$ cat config.mk
export PLATFORM = sky130hd
export DESIGN_NAME = tpuIssue
export DESIGN_NICKNAME = d
export VERILOG_FILES = /design/src/hdl/tpuIssuePkg.sv /design/src/hdl/decodedIf.sv /design/src/hdl/instrDecode.sv /design/src/hdl/ringBuffCtrl.sv /design/src/hdl/hazardCheck.sv /design/src/hdl/execPipe.sv /design/src/hdl/retireUnit.sv /design/src/hdl/tpuIssue.sv
export SDC_FILE = /design/constraint.sdc
export NUM_CORES = 1
export LEC_CHECK = 0
export ABC_AREA = 0
export BUFFER_PORTS_ARGS = -buffer_cell sky130_fd_sc_hd__buf_2
export CAP_MARGIN = 20
export CORE_ASPECT_RATIO = 1.1
export CORE_MARGIN = 10
export CORE_UTILIZATION = 68
export CTS_CLUSTER_SIZE = 16
export DETAILED_ROUTE_END_ITERATION = 16
export GPL_TIMING_DRIVEN = 0
export PLACE_DENSITY = 0.85
export SLEW_MARGIN = 15
export SYNTH_ARGS = -nofsm -noshare
export SYNTH_HDL_FRONTEND = slang
export SYNTH_HIERARCHICAL = 1
export SYNTH_SLANG_ARGS = --single-unit
export TNS_END_PERCENT = 1
$ cat constraint.sdc
create_clock -name clock -period 9.4 [get_ports clock]
set_input_delay 1.41 -clock clock [delete_from_list [all_inputs] [get_ports clock]]
set_output_delay 1.41 -clock clock [all_outputs]
set_load 0.01 [all_outputs]
$ cat src/hdl/tpuIssuePkg.sv
/*
 * Tensor-processor issue stage, shared definitions
 * Table sizes, pipe latencies, instruction word layout and operand types
 */
package tpuIssuePkg;

	localparam int DEPTH_BUFF = 8;
	localparam int WIDTH_BUFF = 3;
	localparam int LAT_SCALAR = 2;
	localparam int LAT_VECTOR = 4;

	// Raw instruction word as fetched
	typedef struct packed {
		logic       isVec;     // 31
		logic       dstValid;  // 30
		logic       src1Valid; // 29
		logic       src2Valid; // 28
		logic       src3Valid; // 27
		logic [1:0] spare;     // 26:25
		logic [4:0] dst;       // 24:20
		logic [4:0] src1;      // 19:15
		logic [4:0] src2;      // 14:10
		logic [4:0] src3;      // 9:5
		logic [4:0] ignored;   // 4:0
	} instrWord_t;

	// Bank bit above the register number
	typedef logic [5:0] regIndex_t;

	typedef struct packed {
		logic      valid;
		regIndex_t idx;
	} operand_t;

	typedef struct packed {
		logic     isVec;
		operand_t dst;
		operand_t src1;
		operand_t src2;
		operand_t src3;
	} decoded_t;

	typedef logic [WIDTH_BUFF-1:0] issueNo_t;

endpackage

$ cat src/hdl/decodedIf.sv
/*
 * Decoded instruction channel
 * Valid/ready handshake from decode into the hazard checker
 */
`timescale 1ns/100ps

interface decodedIf;

	logic                  valid;
	logic                  ready;
	tpuIssuePkg::decoded_t instr;

	modport source (
		output valid,
		output instr,
		input  ready
	);

	modport sink (
		input  valid,
		input  instr,
		output ready
	);

endinterface

$ cat src/hdl/instrDecode.sv
/*
 * Instruction decode
 * One-entry holding register, splits a word into banked operand indices
 */
`timescale 1ns/100ps

module instrDecode (
	input  logic                    clock,
	input  logic                    reset,
	input  logic                    instrValid,
	input  tpuIssuePkg::instrWord_t instrWord,
	output logic                    instrReady,
	decodedIf.source                dec
);

	logic                  full;
	tpuIssuePkg::decoded_t decNext;

	function automatic tpuIssuePkg::operand_t makeOperand(input logic valid, input logic isVec,
			input logic [4:0] num);
		tpuIssuePkg::operand_t op;
		op.valid = valid;
		op.idx   = {isVec, num}; // Scalar and vector banks kept apart
		return op;
	endfunction

	always_comb begin
		decNext.isVec = instrWord.isVec;
		decNext.dst   = makeOperand(instrWord.dstValid, instrWord.isVec, instrWord.dst);
		decNext.src1  = makeOperand(instrWord.src1Valid, instrWord.isVec, instrWord.src1);
		decNext.src2  = makeOperand(instrWord.src2Valid, instrWord.isVec, instrWord.src2);
		decNext.src3  = makeOperand(instrWord.src3Valid, instrWord.isVec, instrWord.src3);
	end

	assign instrReady = ~full | dec.ready; // Empty or draining this cycle
	assign dec.valid  = full;

	always_ff @(posedge clock) begin
		if (reset) begin
			full <= 1'b0;
		end else if (instrValid && instrReady) begin
			full <= 1'b1;
		end else if (dec.ready) begin
			full <= 1'b0;
		end
	end

	always_ff @(posedge clock) begin
		if (instrValid && instrReady) begin
			dec.instr <= decNext;
		end
	end

	holdWhileStalled: assert property (@(posedge clock) disable iff (reset)
		dec.valid && !dec.ready |=> dec.valid && $stable(dec.instr));

endmodule

$ cat src/hdl/ringBuffCtrl.sv
/*
 * Ring buffer control for the instruction table
 * Allocation and issue pointers, occupancy and unissued counts
 */
`timescale 1ns/100ps

module ringBuffCtrl (
	input  logic                  clock,
	input  logic                  reset,
	input  logic                  alloc,
	input  logic                  issue,
	input  logic                  retire,
	output tpuIssuePkg::issueNo_t allocNo,
	output tpuIssuePkg::issueNo_t issueNo,
	output logic                  full,
	output logic                  pending
);

	logic [tpuIssuePkg::WIDTH_BUFF:0] occupancy;
	logic [tpuIssuePkg::WIDTH_BUFF:0] unissued;

	assign full    = occupancy == (tpuIssuePkg::WIDTH_BUFF+1)'(tpuIssuePkg::DEPTH_BUFF);
	assign pending = unissued != '0;

	always_ff @(posedge clock) begin
		if (reset) begin
			allocNo   <= '0;
			issueNo   <= '0;
			occupancy <= '0;
			unissued  <= '0;
		end else begin
			if (alloc) allocNo <= allocNo + 1'b1; // Wraps at DEPTH_BUFF
			if (issue) issueNo <= issueNo + 1'b1;

			case ({alloc, retire})
				2'b10:   occupancy <= occupancy + 1'b1;
				2'b01:   occupancy <= occupancy - 1'b1;
				default: occupancy <= occupancy;
			endcase

			case ({alloc, issue})
				2'b10:   unissued <= unissued + 1'b1;
				2'b01:   unissued <= unissued - 1'b1;
				default: unissued <= unissued;
			endcase
		end
	end

	noAllocWhenFull: assert property (@(posedge clock) disable iff (reset) alloc |-> !full);
	noIssueWhenEmpty: assert property (@(posedge clock) disable iff (reset) issue |-> pending);

endmodule

$ cat src/hdl/hazardCheck.sv
/*
 * Hazard checker
 * Holds accepted instructions, detects RAW/WAR/WAW against in-flight
 * entries, reserves write-back slots and issues in program order
 */
`timescale 1ns/100ps

module hazardCheck (
	input  logic                  clock,
	input  logic                  reset,
	decodedIf.sink                dec,
	input  logic                  complValid,
	input  tpuIssuePkg::issueNo_t complNo,
	input  logic                  retire,
	output logic                  issueValid,
	output tpuIssuePkg::issueNo_t issueNo,
	output logic                  issueIsVec,
	output logic                  rawHazard,
	output logic                  warHazard,
	output logic                  wawHazard
);

	tpuIssuePkg::decoded_t entryTab [tpuIssuePkg::DEPTH_BUFF];
	logic [tpuIssuePkg::DEPTH_BUFF-1:0] busy; // Issued, not yet completed

	tpuIssuePkg::decoded_t head;
	tpuIssuePkg::issueNo_t allocNo;
	tpuIssuePkg::issueNo_t headNo;
	logic                  full;
	logic                  pending;
	logic                  alloc;
	logic                  raw;
	logic                  war;
	logic                  waw;
	logic                  slotFree;
	logic                  issueGo;

	logic [tpuIssuePkg::LAT_VECTOR-1:0] wbSlot; // Bit k: completion k+1 cycles ahead
	logic [tpuIssuePkg::LAT_VECTOR-1:0] slotMask;

	function automatic logic sameReg(input tpuIssuePkg::operand_t a,
			input tpuIssuePkg::operand_t b);
		return a.valid & b.valid & (a.idx == b.idx);
	endfunction

	assign dec.ready = ~full;
	assign alloc     = dec.valid & ~full;
	assign head      = entryTab[headNo];

	////////////////////////////////////////
	// Hazard detection on the head entry
	always_comb begin
		raw = 1'b0;
		war = 1'b0;
		waw = 1'b0;
		for (int i = 0; i < tpuIssuePkg::DEPTH_BUFF; i++) begin
			if (busy[i]) begin
				raw |= sameReg(head.src1, entryTab[i].dst) | sameReg(head.src2, entryTab[i].dst)
					| sameReg(head.src3, entryTab[i].dst);
				war |= sameReg(head.dst, entryTab[i].src1) | sameReg(head.dst, entryTab[i].src2)
					| sameReg(head.dst, entryTab[i].src3);
				waw |= sameReg(head.dst, entryTab[i].dst);
			end
		end
	end

	// Completion lands 1+latency cycles after the decision
	// Nothing reserved earlier lands as late as a vector
	assign slotFree = head.isVec | ~wbSlot[tpuIssuePkg::LAT_SCALAR];
	assign slotMask = head.isVec
		? ((tpuIssuePkg::LAT_VECTOR)'(1) << (tpuIssuePkg::LAT_VECTOR - 1))
		: ((tpuIssuePkg::LAT_VECTOR)'(1) << (tpuIssuePkg::LAT_SCALAR - 1));

	assign issueGo = pending & ~(raw | war | waw) & slotFree;

	////////////////////////////////////////
	// Table and state
	always_ff @(posedge clock) begin
		if (alloc) entryTab[allocNo] <= dec.instr;
	end

	always_ff @(posedge clock) begin
		if (reset) begin
			busy   <= '0;
			wbSlot <= '0;
		end else begin
			if (issueGo) busy[headNo] <= 1'b1;
			if (complValid) busy[complNo] <= 1'b0;
			wbSlot <= (wbSlot >> 1) | (issueGo ? slotMask : '0);
		end
	end

	// Registered issue outputs
	always_ff @(posedge clock) begin
		if (reset) begin
			issueValid <= 1'b0;
			rawHazard  <= 1'b0;
			warHazard  <= 1'b0;
			wawHazard  <= 1'b0;
		end else begin
			issueValid <= issueGo;
			rawHazard  <= pending & raw;
			warHazard  <= pending & war;
			wawHazard  <= pending & waw;
		end
	end

	always_ff @(posedge clock) begin
		issueNo    <= headNo;
		issueIsVec <= head.isVec;
	end

	ringBuffCtrl ringCtrl (
		.clock   (clock),
		.reset   (reset),
		.alloc   (alloc),
		.issue   (issueGo),
		.retire  (retire),
		.allocNo (allocNo),
		.issueNo (headNo),
		.full    (full),
		.pending (pending)
	);

	// Pipes only ever return numbers that are in flight
	complOnlyBusy: assert property (@(posedge clock) disable iff (reset)
		complValid |-> busy[complNo]);

endmodule

$ cat src/hdl/execPipe.sv
/*
 * Fixed-latency execution pipe
 * Carries issue numbers through LATENCY stages, one item per stage
 */
`timescale 1ns/100ps

module execPipe #(
	parameter int LATENCY = 2
) (
	input  logic                  clock,
	input  logic                  reset,
	input  logic                  inValid,
	input  tpuIssuePkg::issueNo_t inNo,
	output logic                  outValid,
	output tpuIssuePkg::issueNo_t outNo
);

	logic [LATENCY-1:0]    validSr;
	tpuIssuePkg::issueNo_t noSr [LATENCY];

	always_ff @(posedge clock) begin
		if (reset) begin
			validSr <= '0;
		end else begin
			validSr <= {validSr[LATENCY-2:0], inValid};
		end
	end

	always_ff @(posedge clock) begin
		noSr[0] <= inNo;
		for (int k = 1; k < LATENCY; k++) begin
			noSr[k] <= noSr[k-1];
		end
	end

	assign outValid = validSr[LATENCY-1];
	assign outNo    = noSr[LATENCY-1];

	exactLatency: assert property (@(posedge clock) disable iff (reset)
		inValid |-> ##LATENCY (outValid && outNo == $past(inNo, LATENCY)));

endmodule

$ cat src/hdl/retireUnit.sv
/*
 * Retire unit
 * Merges pipe completions and retires table slots in program order
 */
`timescale 1ns/100ps

module retireUnit (
	input  logic                  clock,
	input  logic                  reset,
	input  logic                  sValid,
	input  logic                  vValid,
	input  tpuIssuePkg::issueNo_t sNo,
	input  tpuIssuePkg::issueNo_t vNo,
	output logic                  complValid,
	output tpuIssuePkg::issueNo_t complNo,
	output logic                  retireValid,
	output tpuIssuePkg::issueNo_t retireNo
);

	logic [tpuIssuePkg::DEPTH_BUFF-1:0] done;
	tpuIssuePkg::issueNo_t              retPtr;
	logic                               retireNow;

	assign complValid = sValid | vValid;
	assign complNo    = vValid ? vNo : sNo;

	// Completion arriving this cycle counts as done
	assign retireNow = done[retPtr] | (complValid & (complNo == retPtr));

	always_ff @(posedge clock) begin
		if (reset) begin
			done        <= '0;
			retPtr      <= '0;
			retireValid <= 1'b0;
		end else begin
			if (complValid) done[complNo] <= 1'b1;
			if (retireNow) begin
				done[retPtr] <= 1'b0;
				retPtr       <= retPtr + 1'b1;
			end
			retireValid <= retireNow;
		end
	end

	always_ff @(posedge clock) begin
		retireNo <= retPtr;
	end

	noWbCollision: assert property (@(posedge clock) disable iff (reset) !(sValid && vValid));
	singleCompletion: assert property (@(posedge clock) disable iff (reset)
		complValid |-> !done[complNo]);

endmodule

$ cat src/hdl/tpuIssue.sv
/*
 * Tensor-processor issue stage, top level
 * Decode, hazard check, scalar and vector pipes and in-order retire
 */
`timescale 1ns/100ps

module tpuIssue (
	input  logic                    clock,
	input  logic                    reset,
	input  logic                    instrValid,
	input  tpuIssuePkg::instrWord_t instrWord,
	output logic                    instrReady,
	output logic                    issueValid,
	output tpuIssuePkg::issueNo_t   issueNo,
	output logic                    issueIsVec,
	output logic                    rawHazard,
	output logic                    warHazard,
	output logic                    wawHazard,
	output logic                    retireValid,
	output tpuIssuePkg::issueNo_t   retireNo
);

	decodedIf decBus ();

	logic                  sDone;
	logic                  vDone;
	tpuIssuePkg::issueNo_t sDoneNo;
	tpuIssuePkg::issueNo_t vDoneNo;
	logic                  complValid;
	tpuIssuePkg::issueNo_t complNo;

	instrDecode decode (
		.clock      (clock),
		.reset      (reset),
		.instrValid (instrValid),
		.instrWord  (instrWord),
		.instrReady (instrReady),
		.dec        (decBus.source)
	);

	hazardCheck hazard (
		.clock      (clock),
		.reset      (reset),
		.dec        (decBus.sink),
		.complValid (complValid),
		.complNo    (complNo),
		.retire     (retireValid),
		.issueValid (issueValid),
		.issueNo    (issueNo),
		.issueIsVec (issueIsVec),
		.rawHazard  (rawHazard),
		.warHazard  (warHazard),
		.wawHazard  (wawHazard)
	);

	////////////////////////////////////////
	// Execution pipes, selected by vector flag
	execPipe #(.LATENCY(tpuIssuePkg::LAT_SCALAR)) scalarPipe (
		.clock    (clock),
		.reset    (reset),
		.inValid  (issueValid & ~issueIsVec),
		.inNo     (issueNo),
		.outValid (sDone),
		.outNo    (sDoneNo)
	);

	execPipe #(.LATENCY(tpuIssuePkg::LAT_VECTOR)) vectorPipe (
		.clock    (clock),
		.reset    (reset),
		.inValid  (issueValid & issueIsVec),
		.inNo     (issueNo),
		.outValid (vDone),
		.outNo    (vDoneNo)
	);

	retireUnit retire (
		.clock       (clock),
		.reset       (reset),
		.sValid      (sDone),
		.vValid      (vDone),
		.sNo         (sDoneNo),
		.vNo         (vDoneNo),
		.complValid  (complValid),
		.complNo     (complNo),
		.retireValid (retireValid),
		.retireNo    (retireNo)
	);

endmodule

==> Word-level counts from Yosys, hierarchy flattened <==
Memory sizes are Yosys's and may differ from the RTL's. A register that Yosys moved wholly into a read port is not among the register bits.
Cells that the tools add are included.
{ "word_totals": {"mem_count": 3, "ramBits": 250, "inputBits": 35, "output_inout_bits": 13, "ff_bits": 85, "wordCells": 355} }
{ "classes": {"magnitude_cmp": 6, "muxes": 49, "n_addsub": 7, "eq_ne": 63, "n_reduce_logical": 7, "n_bitwise": 192} }
{ "mem_list": {"columns": ["memory", "depth", "width", "read_ports", "rd_clocked_by_memory_dff", "wr", "line", "text"], "rows": [
  ["hazard.entryTab", 8, 29, 9, 1, 1, "hazardCheck.sv:23", "tpuIssuePkg::decoded_t entryTab [tpuIssuePkg::DEPTH_BUFF];"],
  ["vectorPipe.noSr", 4, 3, 4, 0, 4, "execPipe.sv:19", "tpuIssuePkg::issueNo_t noSr [LATENCY];"],
  ["scalarPipe.noSr", 2, 3, 2, 0, 2, "execPipe.sv:19", null]
]} }
{ "op_table": {"columns": ["cell", "n"], "rows": [
  ["equality test 6 bit", 56],
  ["bitwise AND 1 bit", 121],
  ["OR 1 bit", 59],
  ["two-way mux 8 bit", 6],
  ["two-way mux 1 bit", 32],
  ["bitwise AND 8 bit", 2],
  ["NOT 8 bit", 2],
  ["OR 8 bit", 2],
  ["one-hot mux 4 bit (2 select lines)", 2],
  ["less-than comparator 3 x 4 -> 1 bit (second input constant)", 3],
  ["adder 3 x 1 -> 3 bit (second input constant)", 3],
  ["demux 1 bit (select 3 bit)", 3],
  ["greater-or-equal comparator 3 x 1 -> 1 bit (second input constant)", 3],
  ["two-way mux 3 bit", 3],
  ["adder 4 x 1 -> 4 bit (second input constant)", 2],
  ["two-way mux 4 bit", 2],
  ["subtractor 4 x 1 -> 4 bit (second input constant)", 2],
  ["NOT 1 bit", 5],
  ["equality test 2 x 1 -> 1 bit (second input constant)", 2],
  ["equality test 2 bit (second input constant)", 2],
  ["equality test 4 bit (second input constant)", 1],
  ["logical AND 1 bit", 4],
  ["OR 3 x 4 -> 4 bit", 1],
  ["nonzero test 2 bit", 2],
  ["4 further kinds", 4]
]} }

==> Longest topological paths before layout <==
{ "depth": {"depth_word": 28, "depth_mapped": 23, "mapped_depth_nobuf": 17} }

==> Modules after synthesis <==
Netlist, hierarchy kept.
{ "by_module_without_submodules": {"columns": ["mod", "cells_per_inst", "instances", "seq_area_each_um2", "area_per_inst_um2"], "rows": [
  ["hazardCheck", 1144, 1, 7327.0, 14322.5],
  ["retireUnit", 93, 1, 300.3, 837.1],
  ["instrDecode", 34, 1, 770.7, 835.8],
  ["ringBuffCtrl", 79, 1, 280.3, 760.7],
  ["execPipe at vectorPipe", 20, 1, 320.3, 345.3],
  ["execPipe at scalarPipe", 13, 1, 160.2, 195.2],
  ["tpuIssue", 2, 1, 0.0, 16.3]
]} }

==> Worst setup path after synthesis <==
Ideal clock, no wire load.
{ "synth_path": {"kind": "reg2reg", "start": "reg, netlist name hazard/ringCtrl/issueNo[1]", "end": "reg hazard/ringCtrl/unissued[2] in the netlist's numbering", "path_buffers": 3, "setup_slack_ns": 5.202, "synth_period_minus_slack_ns": 4.198, "t_arrival_ns": 4.129, "setup_ns": 0.070, "path_stages_with_launch": 20, "required_time_ns": 9.330, "cell_sequence": "dfxtp_1 buf_6 buf_6 mux2_1 a221o_1 a221oi_4 xnor2_1 nor4_1 o31a_1 nor4_2 nand4_1 buf_6 inv_1 ha_1 xor2_1 ha_1 a21oi_1 xor2_1 or3_1 a21oi_1"} }
{ "synth_rtl": {"columns": ["item", "line", "text"], "rows": [
  ["to (signal assigned)", "ringBuffCtrl.sv:42", "2'b10: unissued <= unissued + 1'b1;"],
  ["to (signal assigned)", "ringBuffCtrl.sv:43", "2'b01: unissued <= unissued - 1'b1;"],
  ["to (signal assigned)", "ringBuffCtrl.sv:44", "default: unissued <= unissued;"],
  ["to (decl)", "ringBuffCtrl.sv:20", "logic [tpuIssuePkg::WIDTH_BUFF:0] unissued;"]
]} }

==> impl_metrics.tcl <==
set metrics [dict create \
    setup_viol 0 \
    synthCells 1385 \
    irDropWorstVdd_mv 0.2011 \
    cts.sinks 329 \
    pre_cts_slack_ps 3895 \
    required_ps 9850 \
    async_reset_ff_share_pct 0 \
    grt_use_met3_pct 7.600 \
    grt_antenna_before_repair 0 \
    crit_path_max_fanout 10 \
    clock_latency_ps 520 \
    total_power_mw 5.603 \
    dieArea_sq_um 32250 \
    grt_overflow 0 \
    layout_setup_ws_ps 3434 \
    seq_area_frac_synth_pct 52.90 \
    clock.fmax_mhz 167.6 \
    ant_nets 0 \
    coreArea_sq_um 25190 \
    critPathKind "flop to flop" \
    drt_iter0_drc 1847 \
    synth.avg_cell_area_sq_um 12.50 \
    busiest_layer "met2" \
    via_per_inst 7.053 \
    area_growth_pct 11.39 \
    timing.final.crit_period_ps 5966 \
    worst_ep_arrival_time_ps 6410 \
    gp_congestion 1.027 \
    final_nets 1522 \
    syn-num-nets 1429 \
    synth.cell_area_sq_um 17310 \
    grt_use_met2_pct 53.54 \
    whs_ps 326.6 \
    clkTransAtPathRegs_ps 70 \
    core.rowCount 61 \
    fin_util_pct 76.57 \
    cts_setup_buffers 0 \
    drv_cap 0 \
    start_util_pct 68.74 \
    vias 12820 \
    met1_usage_pct 44.15 \
    fin_skew_ps 17.64 \
    cts_buffers 34 \
    hold_violations 0 \
    setup_tns_ps 0 \
    cp-start-kind "flop" \
    ys_ff_latch 329 \
    rsz0062_at_grt "false" \
    grt_use_total_pct 35.51 \
    cts_resized 0 \
    powerDensity_nw_per_um2 290.5 \
    synth_edf_count 257 \
    worstMarginPinSlew_ps 1338 \
    root_buffer "clkbuf_16" \
    finalMaxSlewViolations 0 \
    dieHeight_um 187.4 \
    die_x_um 172.1 \
    slew_headroom_pct 10.82 \
    fillers 1554 \
    grt_first_pass_wirelength_um 83460 \
    endpoint_kind "flop" \
    status "completed" \
    clockBufferDepth 3 \
    io_pins 48 \
    numPortBuffers 40 \
    power.static_leakage_nw 6.615 \
    grt_pass1_vias 12640 \
    drtPass1Iterations 9 \
    hold_path_class "flop to flop" \
    yosysUniqueCellTypes 98 \
    ys.flop_type "edfxtp_1" \
    yosys_warnings 6 \
    route.detailed.drc 0 \
    hold_buffers 0 \
    cts_tree "built" \
    wirelength_um 57620 \
    dp_hpwl_um 40020 \
    wire_per_inst_um 31.70 \
    layout-drive-gt1-share_pct 17.39 \
    fin_crit_sh_pct 63.46 \
    grt_max_degree 26 \
    htree_levels 2 \
]
-- critical path, cell delays in order (launching register included) --
cell and delay, ps:
dfxtp_1 410, buf_4 270, buf_4 270, buf_2 400, mux2i_1 280, o21ai_0 180
a22oi_1 1070, nand4b_1 230, nor4_1 80, o31a_1 290, nor4_2 430, nand4_1 210
buf_6 210, inv_1 170, ha_1 280, xor2_1 200, ha_1 190, a21oi_1 60
xor2_1 160, or3_1 320, a21oi_1 160
-- cell usage in the layout (no fill, tap or decap), types with 25 or more instances in the layout --
cell type and count:
edfxtp_1 257, xor2_1 189, xnor2_1 145, dfxtp_1 72, buf_2 70, nand4_1 65
nor2_1 61, nand2_1 42, clkbuf_16 35, mux2i_1 34, clkbuf_1 31, buf_4 29
a21oi_1 27, nor3_1 25
-- state kept, by name (all words and copies together), names as in the netlist, 2 cells and up --
register	cells
hazard/ringCtrl/allocNo	3
hazard/ringCtrl/unissued	4
retire/done	8
hazard/issueNo	3
retire/retPtr	3
hazard/busy	8
vectorPipe/noSr	12
scalarPipe/validSr	2
decode/dec.instr	25
hazard/entryTab	232
hazard/ringCtrl/occupancy	4
scalarPipe/noSr	6
hazard/wbSlot	2
retire/retireNo	3
vectorPipe/validSr	4
hazard/ringCtrl/issueNo	3
-- kinds of logic after synthesis --
kind of cell	after synthesis	share of synthesized area, %
compound gates	158	7.234
xor+xnor	335	16.99
fa+ha+maj	9	0.6504
buf+inv	134	4.163
flops	329	52.90
mux	86	7.292
simple gates	334	10.77
-- routing by layer --
layer  part of all wire (%)  vias to the layer above
li1                       -                     5256
met1                     35                     6194
met2                     45                     1097
met3                     12                      275
met4                    8.1                        0
met5                      0                        -
-- Yosys cell counts (21+ instances only) --
cell type | count | area share [%]
edfxtp_1 | 257 | 45
xor2_1 | 189 | 9.6
xnor2_1 | 145 | 7.3
dfxtp_1 | 72 | 8.3
nor2_1 | 67 | 1.5
nand4_1 | 65 | 2.3
nand2_1 | 42 | 0.91
mux2i_1 | 34 | 2.0
buf_2 | 30 | 0.87
clkbuf_1 | 28 | 0.61
a21oi_1 | 27 | 0.78
nor3_1 | 27 | 0.78
mux4_2 | 23 | 3.0
nand3_1 | 23 | 0.66
nor2b_1 | 23 | 0.83
buf_4 | 22 | 0.95
inv_1 | 21 | 0.46
nor4_1 | 21 | 0.76
-- through the flow --
step | area [sq um] | std cells
6_report | 19280 | 1818
5_1_grt | 19280 | 1816
4_1_cts | 19270 | 1815
3_5_place_dp | 18220 | 1756
3_3_place_gp | 17910 | 1740
2_1_floorplan | 17310 | 1385
-- where the power goes --
part	switching, mW	internal, mW	total (mW)
logic	1.67	0.916	2.58
clock network	0.570	0.729	1.30
registers	0.0714	1.65	1.72
total	2.31	3.30	5.60
-- final timing paths --
kind	slack [ps]	endpoint	cells past startpoint	startpoint
worst min register to register	330	vectorPipe/noSr[3][1]$_DFF_P_	0	vectorPipe/noSr[2][1]$_DFF_P_
worst max register to register	3430	hazard/ringCtrl/unissued[2]$_SDFFE_PP0P_	20	hazard/ringCtrl/issueNo[2]$_SDFFE_PP0P_
worst max-delay path	3430	hazard/ringCtrl/unissued[2]$_SDFFE_PP0P_	20	hazard/ringCtrl/issueNo[2]$_SDFFE_PP0P_
worst min-delay path	330	vectorPipe/noSr[3][1]$_DFF_P_	0	vectorPipe/noSr[2][1]$_DFF_P_
-- final cells by class --
type / instances / area, sq um / share of cell area, %
antenna: 2 / 5.005 / 0.02595
buffer: 112 / 638.1 / 3.309
clock buffer: 40 / 914.6 / 4.743
clock inverter: 19 / 142.6 / 0.7396
inverter: 22 / 82.58 / 0.4282
multi-input combinational: 922 / 7488 / 38.83
sequential: 329 / 9159 / 47.49
tap: 315 / 394.1 / 2.044
timing repair buffer: 57 / 460.4 / 2.388
Power figures use the tool's default switching activity.
